--- src/design/knight_pkg.sv ---
package knight_pkg;

	// Bus widths
	localparam int COORD_W = 10;
	localparam int STATUS_W = 4;
	localparam int LIFE_W = 4;
	localparam int ADDR_W = 16;
	localparam int PIX_W = 3;
	localparam int FRAME_W = 4;

	// Knight frame box, offset up-left of the player position
	localparam int KNIGHT_W = 50;
	localparam int KNIGHT_H = 64;
	localparam int KNIGHT_OFS_X = 24;
	localparam int KNIGHT_OFS_Y = 30;
	localparam int KNIGHT_PIXELS = KNIGHT_W * KNIGHT_H;

	localparam int HEART_W = 12;
	localparam int HEART_H = 16;
	localparam int HEART_PITCH = 16;
	localparam int HEART_COUNT = 5;
	localparam int HEART_BASE = 35200; // Right after the 11 knight frames
	localparam int SPRITE_WORDS = HEART_BASE + HEART_W * HEART_H;

	localparam logic [STATUS_W-1:0] ST_IDLE = 'd0;
	localparam logic [STATUS_W-1:0] ST_WALK = 'd1;
	localparam logic [STATUS_W-1:0] ST_JUMP = 'd2;
	localparam logic [STATUS_W-1:0] ST_FALL = 'd3;
	localparam logic [STATUS_W-1:0] ST_ATTACK = 'd4;

	localparam logic [FRAME_W-1:0] WALK_FRAMES = 'd3;
	localparam logic [FRAME_W-1:0] FALL_FRAMES = 'd2;
	localparam logic [FRAME_W-1:0] ATTACK_FRAMES = 'd4;

	// First frame of each pose in sprite memory
	localparam logic [FRAME_W-1:0] BASE_IDLE = 'd0;
	localparam logic [FRAME_W-1:0] BASE_WALK = 'd1;
	localparam logic [FRAME_W-1:0] BASE_JUMP = 'd4;
	localparam logic [FRAME_W-1:0] BASE_FALL = 'd5;
	localparam logic [FRAME_W-1:0] BASE_ATTACK = 'd7;

	// Video frames per animation frame
	localparam int HOLD_SHORT = 6;
	localparam int HOLD_LONG = 16;
	localparam int HOLD_W = $clog2(HOLD_LONG);

	localparam logic [PIX_W-1:0] TRANSPARENT = 'd0;
	localparam logic [0:7][11:0] KNIGHT_PALETTE = {12'hC9F, 12'hEEE, 12'h222, 12'h445,
		12'h889, 12'hBBC, 12'h735, 12'hFD8};
	localparam logic [0:3][11:0] HEART_PALETTE = {12'hCCC, 12'hF22, 12'hA11, 12'hFFF};
	localparam logic [11:0] BG_COLOR = 12'h135;
	localparam logic [23:0] LOST_HEART = 24'h102030; // Already 8 bits per channel

endpackage

--- src/design/sprite_window.sv ---
`timescale 1ns/1ns

module sprite_window
(
	input  logic                           frame_clk,
	input  logic                           rst,
	input  logic [knight_pkg::COORD_W-1:0] draw_x,
	input  logic [knight_pkg::COORD_W-1:0] draw_y,
	input  logic                           blank,
	input  logic [knight_pkg::COORD_W-1:0] player_x,
	input  logic [knight_pkg::COORD_W-1:0] player_y,
	input  logic                           inverse,
	input  logic [knight_pkg::COORD_W-1:0] heart_x,
	input  logic [knight_pkg::COORD_W-1:0] heart_y,
	input  logic [knight_pkg::FRAME_W-1:0] frame_base,
	input  logic [knight_pkg::FRAME_W-1:0] frame_ofs,
	output logic [knight_pkg::ADDR_W-1:0]  addr,
	output logic                           knight_hit,
	output logic                           heart_hit,
	output logic [2:0]                     heart_slot,
	output logic                           vis
);
	import knight_pkg::*;

	logic signed [COORD_W+1:0] lx, ly, hdx, hdy;
	logic knight_on, heart_on, hy_on;
	logic [5:0] kx;
	logic [3:0] hx;
	logic [2:0] slot;
	logic [FRAME_W-1:0] frame_idx;
	logic [ADDR_W-1:0] knight_addr, heart_addr;

	// Local coordinates, negative when left of or above the box
	assign lx = $signed({2'b00, draw_x}) - $signed({2'b00, player_x})
		+ (COORD_W+2)'(KNIGHT_OFS_X);
	assign ly = $signed({2'b00, draw_y}) - $signed({2'b00, player_y})
		+ (COORD_W+2)'(KNIGHT_OFS_Y);
	assign hdx = $signed({2'b00, draw_x}) - $signed({2'b00, heart_x});
	assign hdy = $signed({2'b00, draw_y}) - $signed({2'b00, heart_y});

	assign knight_on = (lx >= 0) && (lx < KNIGHT_W) && (ly >= 0) && (ly < KNIGHT_H);
	assign kx = inverse ? 6'(KNIGHT_W - 1) - lx[5:0] : lx[5:0]; // Mirror for left facing
	assign frame_idx = frame_base + frame_ofs;
	assign knight_addr = ADDR_W'(frame_idx) * ADDR_W'(KNIGHT_PIXELS)
		+ ADDR_W'(ly[5:0]) * ADDR_W'(KNIGHT_W) + ADDR_W'(kx);

	assign hy_on = (hdy >= 0) && (hdy < HEART_H);

	// Gaps between hearts are not part of any slot
	always_comb
	begin
		heart_on = 1'b0;
		slot = '0;
		hx = '0;
		for (int i = 0; i < HEART_COUNT; i++)
		begin
			if (hdx >= i * HEART_PITCH && hdx < i * HEART_PITCH + HEART_W)
			begin
				heart_on = hy_on;
				slot = 3'(i);
				hx = 4'(hdx - i * HEART_PITCH);
			end
		end
	end

	assign heart_addr = ADDR_W'(HEART_BASE) + ADDR_W'(hdy[3:0]) * ADDR_W'(HEART_W)
		+ ADDR_W'(hx);

	always_ff @(posedge frame_clk)
	begin
		if (rst)
		begin
			knight_hit <= 1'b0;
			heart_hit <= 1'b0;
			vis <= 1'b0;
		end
		else
		begin
			knight_hit <= knight_on;
			heart_hit <= heart_on && !knight_on; // Knight drawn on top
			vis <= blank;
		end
	end

	always_ff @(posedge frame_clk)
	begin
		addr <= knight_on ? knight_addr : heart_addr;
		heart_slot <= slot;
	end

endmodule

--- config.mk ---
export PLATFORM = sky130hd
export DESIGN_NAME = sprite_window
export DESIGN_NICKNAME = d
export VERILOG_FILES = /design/src/design/knight_pkg.sv /design/src/design/sprite_window.sv
export SDC_FILE = /design/constraint.sdc
export NUM_CORES = 1
export LEC_CHECK = 0
export BUFFER_PORTS_ARGS = -buffer_cell sky130_fd_sc_hd__buf_2
export CAP_MARGIN = 20
export CORE_UTILIZATION = 30
export DETAILED_ROUTE_END_ITERATION = 7
export PLACE_DENSITY = 0.53
export SLEW_MARGIN = 40
export SYNTH_ARGS = -nofsm -noshare
export SYNTH_HDL_FRONTEND = slang
export SYNTH_SLANG_ARGS = --single-unit
--- constraint.sdc ---
create_clock -name frame_clk -period 9.31 [get_ports frame_clk]
set_input_delay 0.931 -clock frame_clk [delete_from_list [all_inputs] [get_ports frame_clk]]
set_output_delay 0.931 -clock frame_clk [all_outputs]
set_load 0.02 [all_outputs]
==> out/qor.yml, run 1 <==
worstPathMaxFanout: 5
dr.pass1.iters: 4
grt_pass1_vias: 3803
p_clk_share_pct: 10.1
final_common_cell: "ha_1"
dp_hpwl_um: 8920
rsz0062_at_grt: "no"
antenna_found_initial: 0
final_hold_viol_count: 0
clk_pin_slew_ns: 0.07
grt_usage_pct: 13.5
globalRouteOverflowTotal: 0
powerDensity_nw_per_um2: 238
synth_top_area_cell: "ha_1"
met3_usage_pct: 1.36
cts_tree: "done"
path_class: "input pin to register"
leakagePower_nw: 2.69
crit_required_ns: 9.49
synth_nets: 698
synth_ff_type: "dfxtp_1"
busiest_layer: "met2"
path_buf_inv: 4
cts_sinks: 22
cts_setup_buffers: 0
synth-edff-count: 0
cts_root_buf: "clkbuf_16"
via_per_inst: 4.78
place.gp.congestion: 0.803
avgSynthCellArea_um2: 8.33
min_from: "rst"
cts_repair_resize_count: 0
vdd_ir_drop_max_mv: 0.133
end_kind: "register"
grtUsageMet1_pct: 18.2
grt_start_max_net_pins: 17
vias: 3808
drcViolationCount: 0
cts_buffer_depth: 2
cp_data_arrival_time_ns: 5.83
nNetsFinal: 796
synth_cell_types: 67
die_h_um: 122
path_cells: "buf_2 > inv_1 > ha_1 > inv_1 > fa_1 > xor2_1 > inv_1 > ha_1 > xor2_1 > ha_1 > ha_1 > ha_1 > ha_1 > a21oi_1 > o21bai_1 > a21oi_1 > xnor2_1 > ha_1 > nand3_1 > o2111ai_1 > a21oi_1 > or3_1 > a21boi_0"
layout-drive-gt1-share_pct: 19.9
slowest_stage: "fa_1"
diodes: 0
synth-seq-cells: 22
utilization_pct: 36.6
ant_nets: 0
min_period_ns: 5.66
die_area_um2: 14900
seq_power_share_pct: 9.1
routed_wl_um: 9870
relSlewSlack_pct: 60.8
synth_cells: 520
grt_pass1_wl_um: 16600
core_um2: 14000
tightest_slew_ns: 0.586
holdPathEnd: "knight_hit"
start_util_pct: 31.0
finalSetupTns_ns: 0
ys_top_cells_by_area: "ha_1 28%, dfxtp_1 10%, inv_1 6.9%"
area_delta_synth_final_pct: 18.3
slew_violations: 0
cts_hold_buf: 0
yosysWarnings: 0
hold_class: "input pin to register"
ios: 94
cts_buffers: 3
timing.fmax_ghz: 0.177
async_reset_ff_share_pct: 0
final_cell_mix: "96 x ha_1, 93 x buf_2, 80 x inv_1"
cpPeakStageDelay_ns: 0.41
holdPathStages: 2
setup_violations: 0
critical-path-top-delay-family: "adder cells"
fp.dieW_um: 122
wire_per_inst_um: 12.4
p_int_mw: 0.639
outcome: "finished, final reports clean"
p_sw_mw: 0.579
mappedNetlistArea_um2: 4330
drv_cap: 0
synth.yosys.seq_area_share_pct: 10.2
crit_top_cell: "ha_1"
swShare_pct: 47.6
port_buffers: 93
htree_levels: 1
cp-start-kind: "input pin"
post-route-period-util_pct: 60.7
synth_top_cell_area_share_pct: 27.7
drt_iter0_drc: 119
pwr-share-comb_pct: 80.8
rows: 43
gr-usage-met2_pct: 23.9
==> worst max path at each step <==
stage / startpoint / endpoint / slack, ns / depth (start not counted)
floorplan: draw_y[0] / addr[14] / 3.98 / 22
global placement: draw_y[0] / addr[14] / 3.59 / 23
detailed placement: draw_y[0] / addr[14] / 3.39 / 23
CTS: draw_y[0] / addr[14] / 3.62 / 23
global route: draw_y[0] / addr[15] / 3.38 / 24
finish: draw_y[0] / addr[14] / 3.65 / 23
==> cell type report <==
type | instances | area (um2)
well taps | 180 | 225
repair buffers | 94 | 473
inverters | 80 | 300
fillers | 1472 | 8870
multi-input cells | 417 | 3580
flip-flops and latches | 22 | 440
clock inverters | 1 | 30.0
clock buffers | 3 | 75.1
==> per-layer routing <==
| layer | up-vias | share of wire [%] |
|---|---|---|
| li1 | 2021 | - |
| met1 | 1699 | 50 |
| met2 | 81 | 46 |
| met3 | 7 | 3.9 |
| met4 | 0 | 0.54 |
| met5 | - | 0 |
==> kinds of logic after synthesis <==
kind of cell,after synthesis,share of synthesized area [%]
AOI/OAI and AO/OA,125,19.6
and+or+nand+nor,116,14.9
adders and majority gates,106,32.4
buffers and inverters,81,7.19
xor gates and xnor gates,58,12.4
DFF,22,10.2
muxes,12,3.27
==> power groups by stage <==
| stage | clock network [mW] | logic [mW] | registers (mW) |
|---|---|---|---|
| floorplan | 0 | 0.774 | 0.130 |
| global placement | 0 | 0.965 | 0.114 |
| detailed placement | 0 | 0.983 | 0.113 |
| CTS | 0.126 | 0.992 | 0.111 |
| global route | 0.130 | 1.11 | 0.112 |
| finish | 0.123 | 0.985 | 0.111 |
==> Yosys cell counts (2+ instances only) <==
| cell | n |
|---|---|
| nor2_1 | 26 |
| nor2b_1 | 10 |
| o2111ai_1 | 3 |
| xnor2_1 | 32 |
| nand2_1 | 21 |
| nand4_1 | 3 |
| nand2b_1 | 6 |
| mux2_4 | 4 |
| xnor2_2 | 3 |
| inv_1 | 80 |
| o21a_1 | 6 |
| or3_1 | 3 |
| xor2_1 | 22 |
| o211ai_1 | 3 |
| nor3_1 | 8 |
| nor3b_1 | 5 |
| a21boi_0 | 3 |
| and2_1 | 4 |
| a21o_1 | 22 |
| dfxtp_1 | 22 |
| nand3_1 | 8 |
| mux2i_1 | 7 |
| o21ai_0 | 17 |
| a31oi_1 | 9 |
| ha_1 | 96 |
| or2_2 | 3 |
| a21oi_1 | 30 |
| o31ai_1 | 3 |
| nor4_1 | 5 |
| fa_1 | 10 |
| a31o_2 | 2 |
| o211a_1 | 2 |
| o21bai_1 | 7 |
| o22ai_1 | 2 |
==> through the flow <==
step / power (mW) / hold slack, ns / instance area (um2) / worst slack [ns] / instances
CTS: 1.23 / 0.858 / 5120 / 3.62 / 797
detailed placement: 1.10 / 1.14 / 5020 / 3.39 / 793
finish: 1.22 / 0.863 / 5120 / 3.65 / 797
global placement: 1.08 / 1.15 / 5020 / 3.59 / 793
floorplan: 0.904 / 1.00 / 4330 / 3.98 / 520
global route: 1.35 / 0.875 / 5120 / 3.38 / 797
==> state kept, by name, indices dropped and copies added (netlist names) <==
name	count
addr	16
heart_hit	1
heart_slot	3
knight_hit	1
vis	1
No activity file was read; power rests on OpenSTA's default activity.
==> run 2, diff against run 1 <==
==> constraint.sdc (replaced) <==
create_clock -name frame_clk -period 5.5 [get_ports frame_clk]
set_input_delay 0.55 -clock frame_clk [delete_from_list [all_inputs] [get_ports frame_clk]]
set_output_delay 0.55 -clock frame_clk [all_outputs]
set_load 0.02 [all_outputs]
==> out/qor.yml, run 2 (synthesis results as in run 1) <==
crit_top_cell: "ha_1"
utilization_pct: 37.0  # +0.39 points
final_hold_viol_count: 0  # unchanged
die_area_um2: 14900  # unchanged
cpPeakStageDelay_ns: 0.46  # +0.05 ns
port_buffers: 93  # unchanged
relSlewSlack_pct: 57.7  # -3.2 points
ios: 94  # unchanged
path_class: "input pin to register"
largest_register: "addr"
rows: 43  # unchanged
diodes: 0  # unchanged
p_sw_mw: 0.984  # +70%
cts_root_buf: "clkbuf_16"
p_int_mw: 1.09  # +71%
final_cell_mix: "96 x ha_1, 93 x buf_2, 80 x inv_1"
vdd_ir_drop_max_mv: 0.219  # +64%
drv_cap: 0  # unchanged
nNetsFinal: 798  # +0.25%
cp_data_arrival_time_ns: 5.34  # -0.49 ns
slew_violations: 0  # unchanged
p_clk_share_pct: 9.9  # -0.2 points
clk_pin_slew_ns: 0.06  # about the same
globalRouteOverflowTotal: 0  # unchanged
grt_usage_pct: 13.3  # -0.23 points
swShare_pct: 47.4  # -0.20 points
powerDensity_nw_per_um2: 401  # +69%
post-route-period-util_pct: 93.8
fin_ws_ns: 0.339  # -3.32 ns
grt_pass1_vias: 3755  # -1.3%
min_period_ns: 5.16
critical-path-top-delay-family: "adder cells"
cp-start-kind: "input pin"
cts_tree: "done"
dr.pass1.iters: 4  # unchanged
routed_wl_um: 9810  # -0.56%
slowest_stage: "fa_1"
vias: 3784  # -0.63%
path_buf_inv: 4  # unchanged
dpl-instance-area_um2: 5020  # unchanged
rsz0062_at_grt: "no"
grt_start_max_net_pins: 17  # unchanged
seq_power_share_pct: 9.0  # about the same
ant_nets: 0  # unchanged
timing.fmax_ghz: 0.194
end_kind: "register"
cts_buffer_depth: 2  # unchanged
fp.dieW_um: 122  # unchanged
start_util_pct: 31.0  # unchanged
area_delta_synth_final_pct: 19.6
finalSetupTns_ns: 0  # unchanged
cts_buffers: 3  # unchanged
leakagePower_nw: 2.71  # +0.91%
hold_class: "input pin to register"
path_cells: "buf_2 > inv_1 > ha_1 > inv_1 > fa_1 > xor2_2 > inv_1 > ha_1 > xor2_2 > ha_1 > ha_1 > ha_1 > ha_1 > a21o_1 > a21oi_1 > xnor2_1 > ha_1 > nand3_1 > o2111ai_1 > a21oi_1 > or3_1 > a21boi_0"
via_per_inst: 4.74  # -0.88%
cts_sinks: 22  # unchanged
final_area_um2: 5180  # +1.1%
htree_levels: 1  # unchanged
tightest_slew_ns: 0.634  # +0.0489 ns
wire_per_inst_um: 12.3  # -0.81%
worstPathMaxFanout: 5  # unchanged
die_h_um: 122  # unchanged
outcome: "finished, final reports clean"
core_um2: 14000  # unchanged
antenna_found_initial: 0  # unchanged
setup_violations: 0  # unchanged
fill_cells: 1449  # -1.6%
grt_pass1_wl_um: 16400  # -1.5%
place.gp.congestion: 0.796  # -0.90%
dp_hpwl_um: 8790  # -1.5%
drcViolationCount: 0  # unchanged
pwr-share-comb_pct: 81.1  # +0.3 points
drt_iter0_drc: 134  # +13%
finalPower_mw: 2.08  # +70%
dp_slack_ns: 0.00304  # -3.39 ns
final_common_cell: "ha_1"
layout-drive-gt1-share_pct: 20.8  # +0.90 points
crit_required_ns: 5.68  # -3.81 ns
top_regs: "addr x16, heart_slot x3"
largest_reg_flops: 16  # unchanged
[run 2: changes by cell type in the layout (fill, tap and decap cells not counted)]
cell | before | now
nor3b_2 | 1 | 0
a211oi_4 | 0 | 1
xor2_2 | 1 | 3
nor3b_4 | 0 | 1
xnor2_2 | 3 | 4
a21oi_1 | 30 | 29
buf_4 | 1 | 3
o21ai_1 | 1 | 2
xor2_1 | 22 | 20
a21oi_2 | 0 | 1
xnor2_1 | 32 | 31
o21ai_0 | 17 | 16
a211oi_2 | 1 | 0
[run 2: repair_timing]
item,4_1_cts,5_1_grt
gates resized for setup,0,7
hold endpoints to repair,0,0
buffers inserted,0,2
endpoints found under the setup margin,0,3
hold buffers,0,0
[run 2: worst paths after layout]
path | start | slack [ns] | cells past startpoint | endpoint
min | rst | 0.49 | 2 | knight_hit
max | draw_y[0] | 0.34 | 22 | addr[14]
[run 2: power groups by stage]
stage	Clock (mW)	Combinational, mW	Sequential, mW
global route	0.219	1.92	0.190
detailed placement	0	1.66	0.192
global placement	0	1.63	0.192
finish	0.206	1.68	0.188
floorplan	0	1.31	0.221
CTS	0.211	1.68	0.188
[run 2: per-stage QoR]
step	hold slack (ns)	std cells
floorplan	0.622	520
global placement	0.766	793
detailed placement	0.760	793
CTS	0.485	797
global route	0.500	799
finish	0.489	799
[run 2: layer usage]
metal / track usage (%) / up-vias / routed length [um]
li1: - / 2023 / -
met3: 1.45 / 6 / 390
met1: 18.1 / 1678 / 4960
met5: 0 / - / 0
met2: 22.8 / 77 / 4390
met4: 2.06 / 0 / 70
[run 2: area by class of cell]
class / count / area [um2] / area share (%)
Clock buffer: 3 / 75.1 / 1.45
Inverter: 80 / 300 / 5.80
Tap cell: 180 / 225 / 4.35
Timing Repair Buffer: 96 / 488 / 9.42
Clock inverter: 1 / 30.0 / 0.580
Multi-Input combinational cell: 417 / 3620 / 69.9
Sequential cell: 22 / 440 / 8.51
==> run 3, diff against run 2 <==
--- a/config.mk
+++ b/config.mk
@@ -7,6 +7,7 @@
 export LEC_CHECK = 0
 export BUFFER_PORTS_ARGS = -buffer_cell sky130_fd_sc_hd__buf_2
 export CAP_MARGIN = 20
+export CORE_MARGIN = 3
 export CORE_UTILIZATION = 30
 export DETAILED_ROUTE_END_ITERATION = 7
 export PLACE_DENSITY = 0.53
==> out/qor.yml, run 3 (synthesis results as in run 1) <==
outcome: "finished, final reports clean"
critical-path-top-delay-family: "adder cells"
path_cells: "buf_2 > inv_1 > ha_1 > inv_1 > fa_1 > xor2_2 > inv_1 > ha_1 > xor2_2 > ha_1 > ha_1 > ha_1 > ha_1 > a21oi_2 > o21bai_1 > a21oi_1 > xnor2_1 > ha_1 > nand3_1 > o2111ai_1 > a21oi_1 > or3_1 > a21boi_0"
final_cell_mix: "96 x ha_1, 93 x buf_2, 80 x inv_1"
clk_pin_slew_ns: 0.07  # about the same
leakagePower_nw: 2.71  # -0.19%
holdPathEnd: "knight_hit"
final_area_um2: 5170  # -0.15%
htree_levels: 1  # unchanged
holdPathStages: 2  # unchanged
grt_usage_pct: 12.5  # -0.77 points
globalRouteOverflowTotal: 0  # unchanged
fp.dieW_um: 126  # +3.3%
cts_buffer_depth: 2  # unchanged
start_util_pct: 31.0  # unchanged
cts_hold_buf: 0  # unchanged
cts_sinks: 22  # unchanged
grt_pass1_vias: 3808  # +1.4%
powerDensity_nw_per_um2: 401  # about the same
ant_nets: 0  # unchanged
path_buf_inv: 4  # unchanged
cp-start-kind: "input pin"
min_period_ns: 5.07  # -0.0925 ns
routed_wl_um: 10100  # +3.1%
min_from: "rst"
cpPeakStageDelay_ns: 0.45  # about the same
cts_buffers: 3  # unchanged
largest_reg_flops: 16  # unchanged
port_buffers: 93  # unchanged
dp_hpwl_um: 9010  # +2.5%
via_per_inst: 4.74  # about the same
rsz0062_at_grt: "no"
ios: 94  # unchanged
largest_register: "addr"
layout-drive-gt1-share_pct: 20.7  # -0.13 points
grt_start_max_net_pins: 17  # unchanged
die_area_um2: 15900  # +6.7%
relSlewSlack_pct: 58.1  # +0.47 points
end_kind: "register"
fill_cells: 1452  # +0.21%
core_um2: 14000  # unchanged
path_class: "input pin to register"
tightest_slew_ns: 0.627  # -0.00711 ns
post-route-period-util_pct: 92.2  # -1.7 points
vdd_ir_drop_max_mv: 0.241  # +10%
cts_tree: "done"
finalPower_mw: 2.07  # -0.13%
wire_per_inst_um: 12.7  # +3.2%
drv_cap: 0  # unchanged
setup_violations: 0  # unchanged
cp_data_arrival_time_ns: 5.25  # -0.09 ns
place.gp.congestion: 0.835  # +4.9%
grt_pass1_wl_um: 17100  # +4.6%
final_common_cell: "ha_1"
drcViolationCount: 0  # unchanged
dr.pass1.iters: 4  # unchanged
hold_class: "input pin to register"
cts_root_buf: "clkbuf_16"
nNetsFinal: 797  # -0.13%
dpl-instance-area_um2: 5020  # unchanged
slew_violations: 0  # unchanged
timing.fmax_ghz: 0.197  # +1.8%
crit_top_cell: "ha_1"
top_regs: "addr x16, heart_slot x3"
finalSetupTns_ns: 0  # unchanged
worstPathMaxFanout: 5  # unchanged
die_h_um: 126  # +3.3%
area_delta_synth_final_pct: 19.4
diodes: 0  # unchanged
antenna_found_initial: 0  # unchanged
rows: 43  # unchanged
crit_required_ns: 5.68  # about the same
drt_iter0_drc: 126  # -6.0%
slowest_stage: "fa_1"
final_hold_viol_count: 0  # unchanged
vias: 3779  # -0.13%
## run 3: changes by cell type in the layout (fill, tap and decap cells not counted), sizes merged
cell	delta
buf	-1
## run 3: layer usage
layer	vias to the layer above	global-route usage, %	part of all wire [%]
li1	2014	-	-
met1	1677	17.8	50
met2	82	21.0	45
met3	6	1.48	4.3
met4	0	1.70	0.81
met5	-	0	0
## run 3: stage by stage
stage	hold slack (ns)	util (%)	setup slack, ns	cells
finish	0.484	37.0	0.431	798
global route	0.499	37.0	0.00331	798
CTS	0.480	36.6	0.264	797
detailed placement	0.760	35.9	0.0354	793
global placement	0.766	35.9	0.173	793
floorplan	0.622	-	0.553	520
## run 3: worst max-delay path by stage
stage,startpoint,end,slack [ns],cells past startpoint
4_1_cts,draw_y[0],addr[14],0.26,23
6_report,draw_y[0],addr[14],0.43,23
3_3_place_gp,draw_y[0],addr[14],0.17,23
5_1_grt,draw_y[0],addr[14],0.003,23
3_5_place_dp,draw_y[0],addr[14],0.04,23
2_1_floorplan,draw_y[0],addr[14],0.55,22
## run 3: area by class of cell
class | count | area (um2) | share of cell area [%]
flip-flops and latches | 22 | 440 | 8.52
multi-input cells | 417 | 3620 | 70.0
clock buffers | 3 | 75.1 | 1.45
repair buffers | 95 | 480 | 9.29
well taps | 180 | 225 | 4.36
inverters | 80 | 300 | 5.81
clock inverters | 1 | 30.0 | 0.581
## run 3: power breakdown
part	switching (mW)	internal [mW]
Clock	0.0645	0.145
Combinational	0.916	0.762
Sequential	0.00476	0.182
Total	0.986	1.09
## run 3: what timing repair did
item / in CTS / in global routing
setup buffers: 0 / 1
gates resized for setup: 0 / 6
setup endpoints to repair: 0 / 2
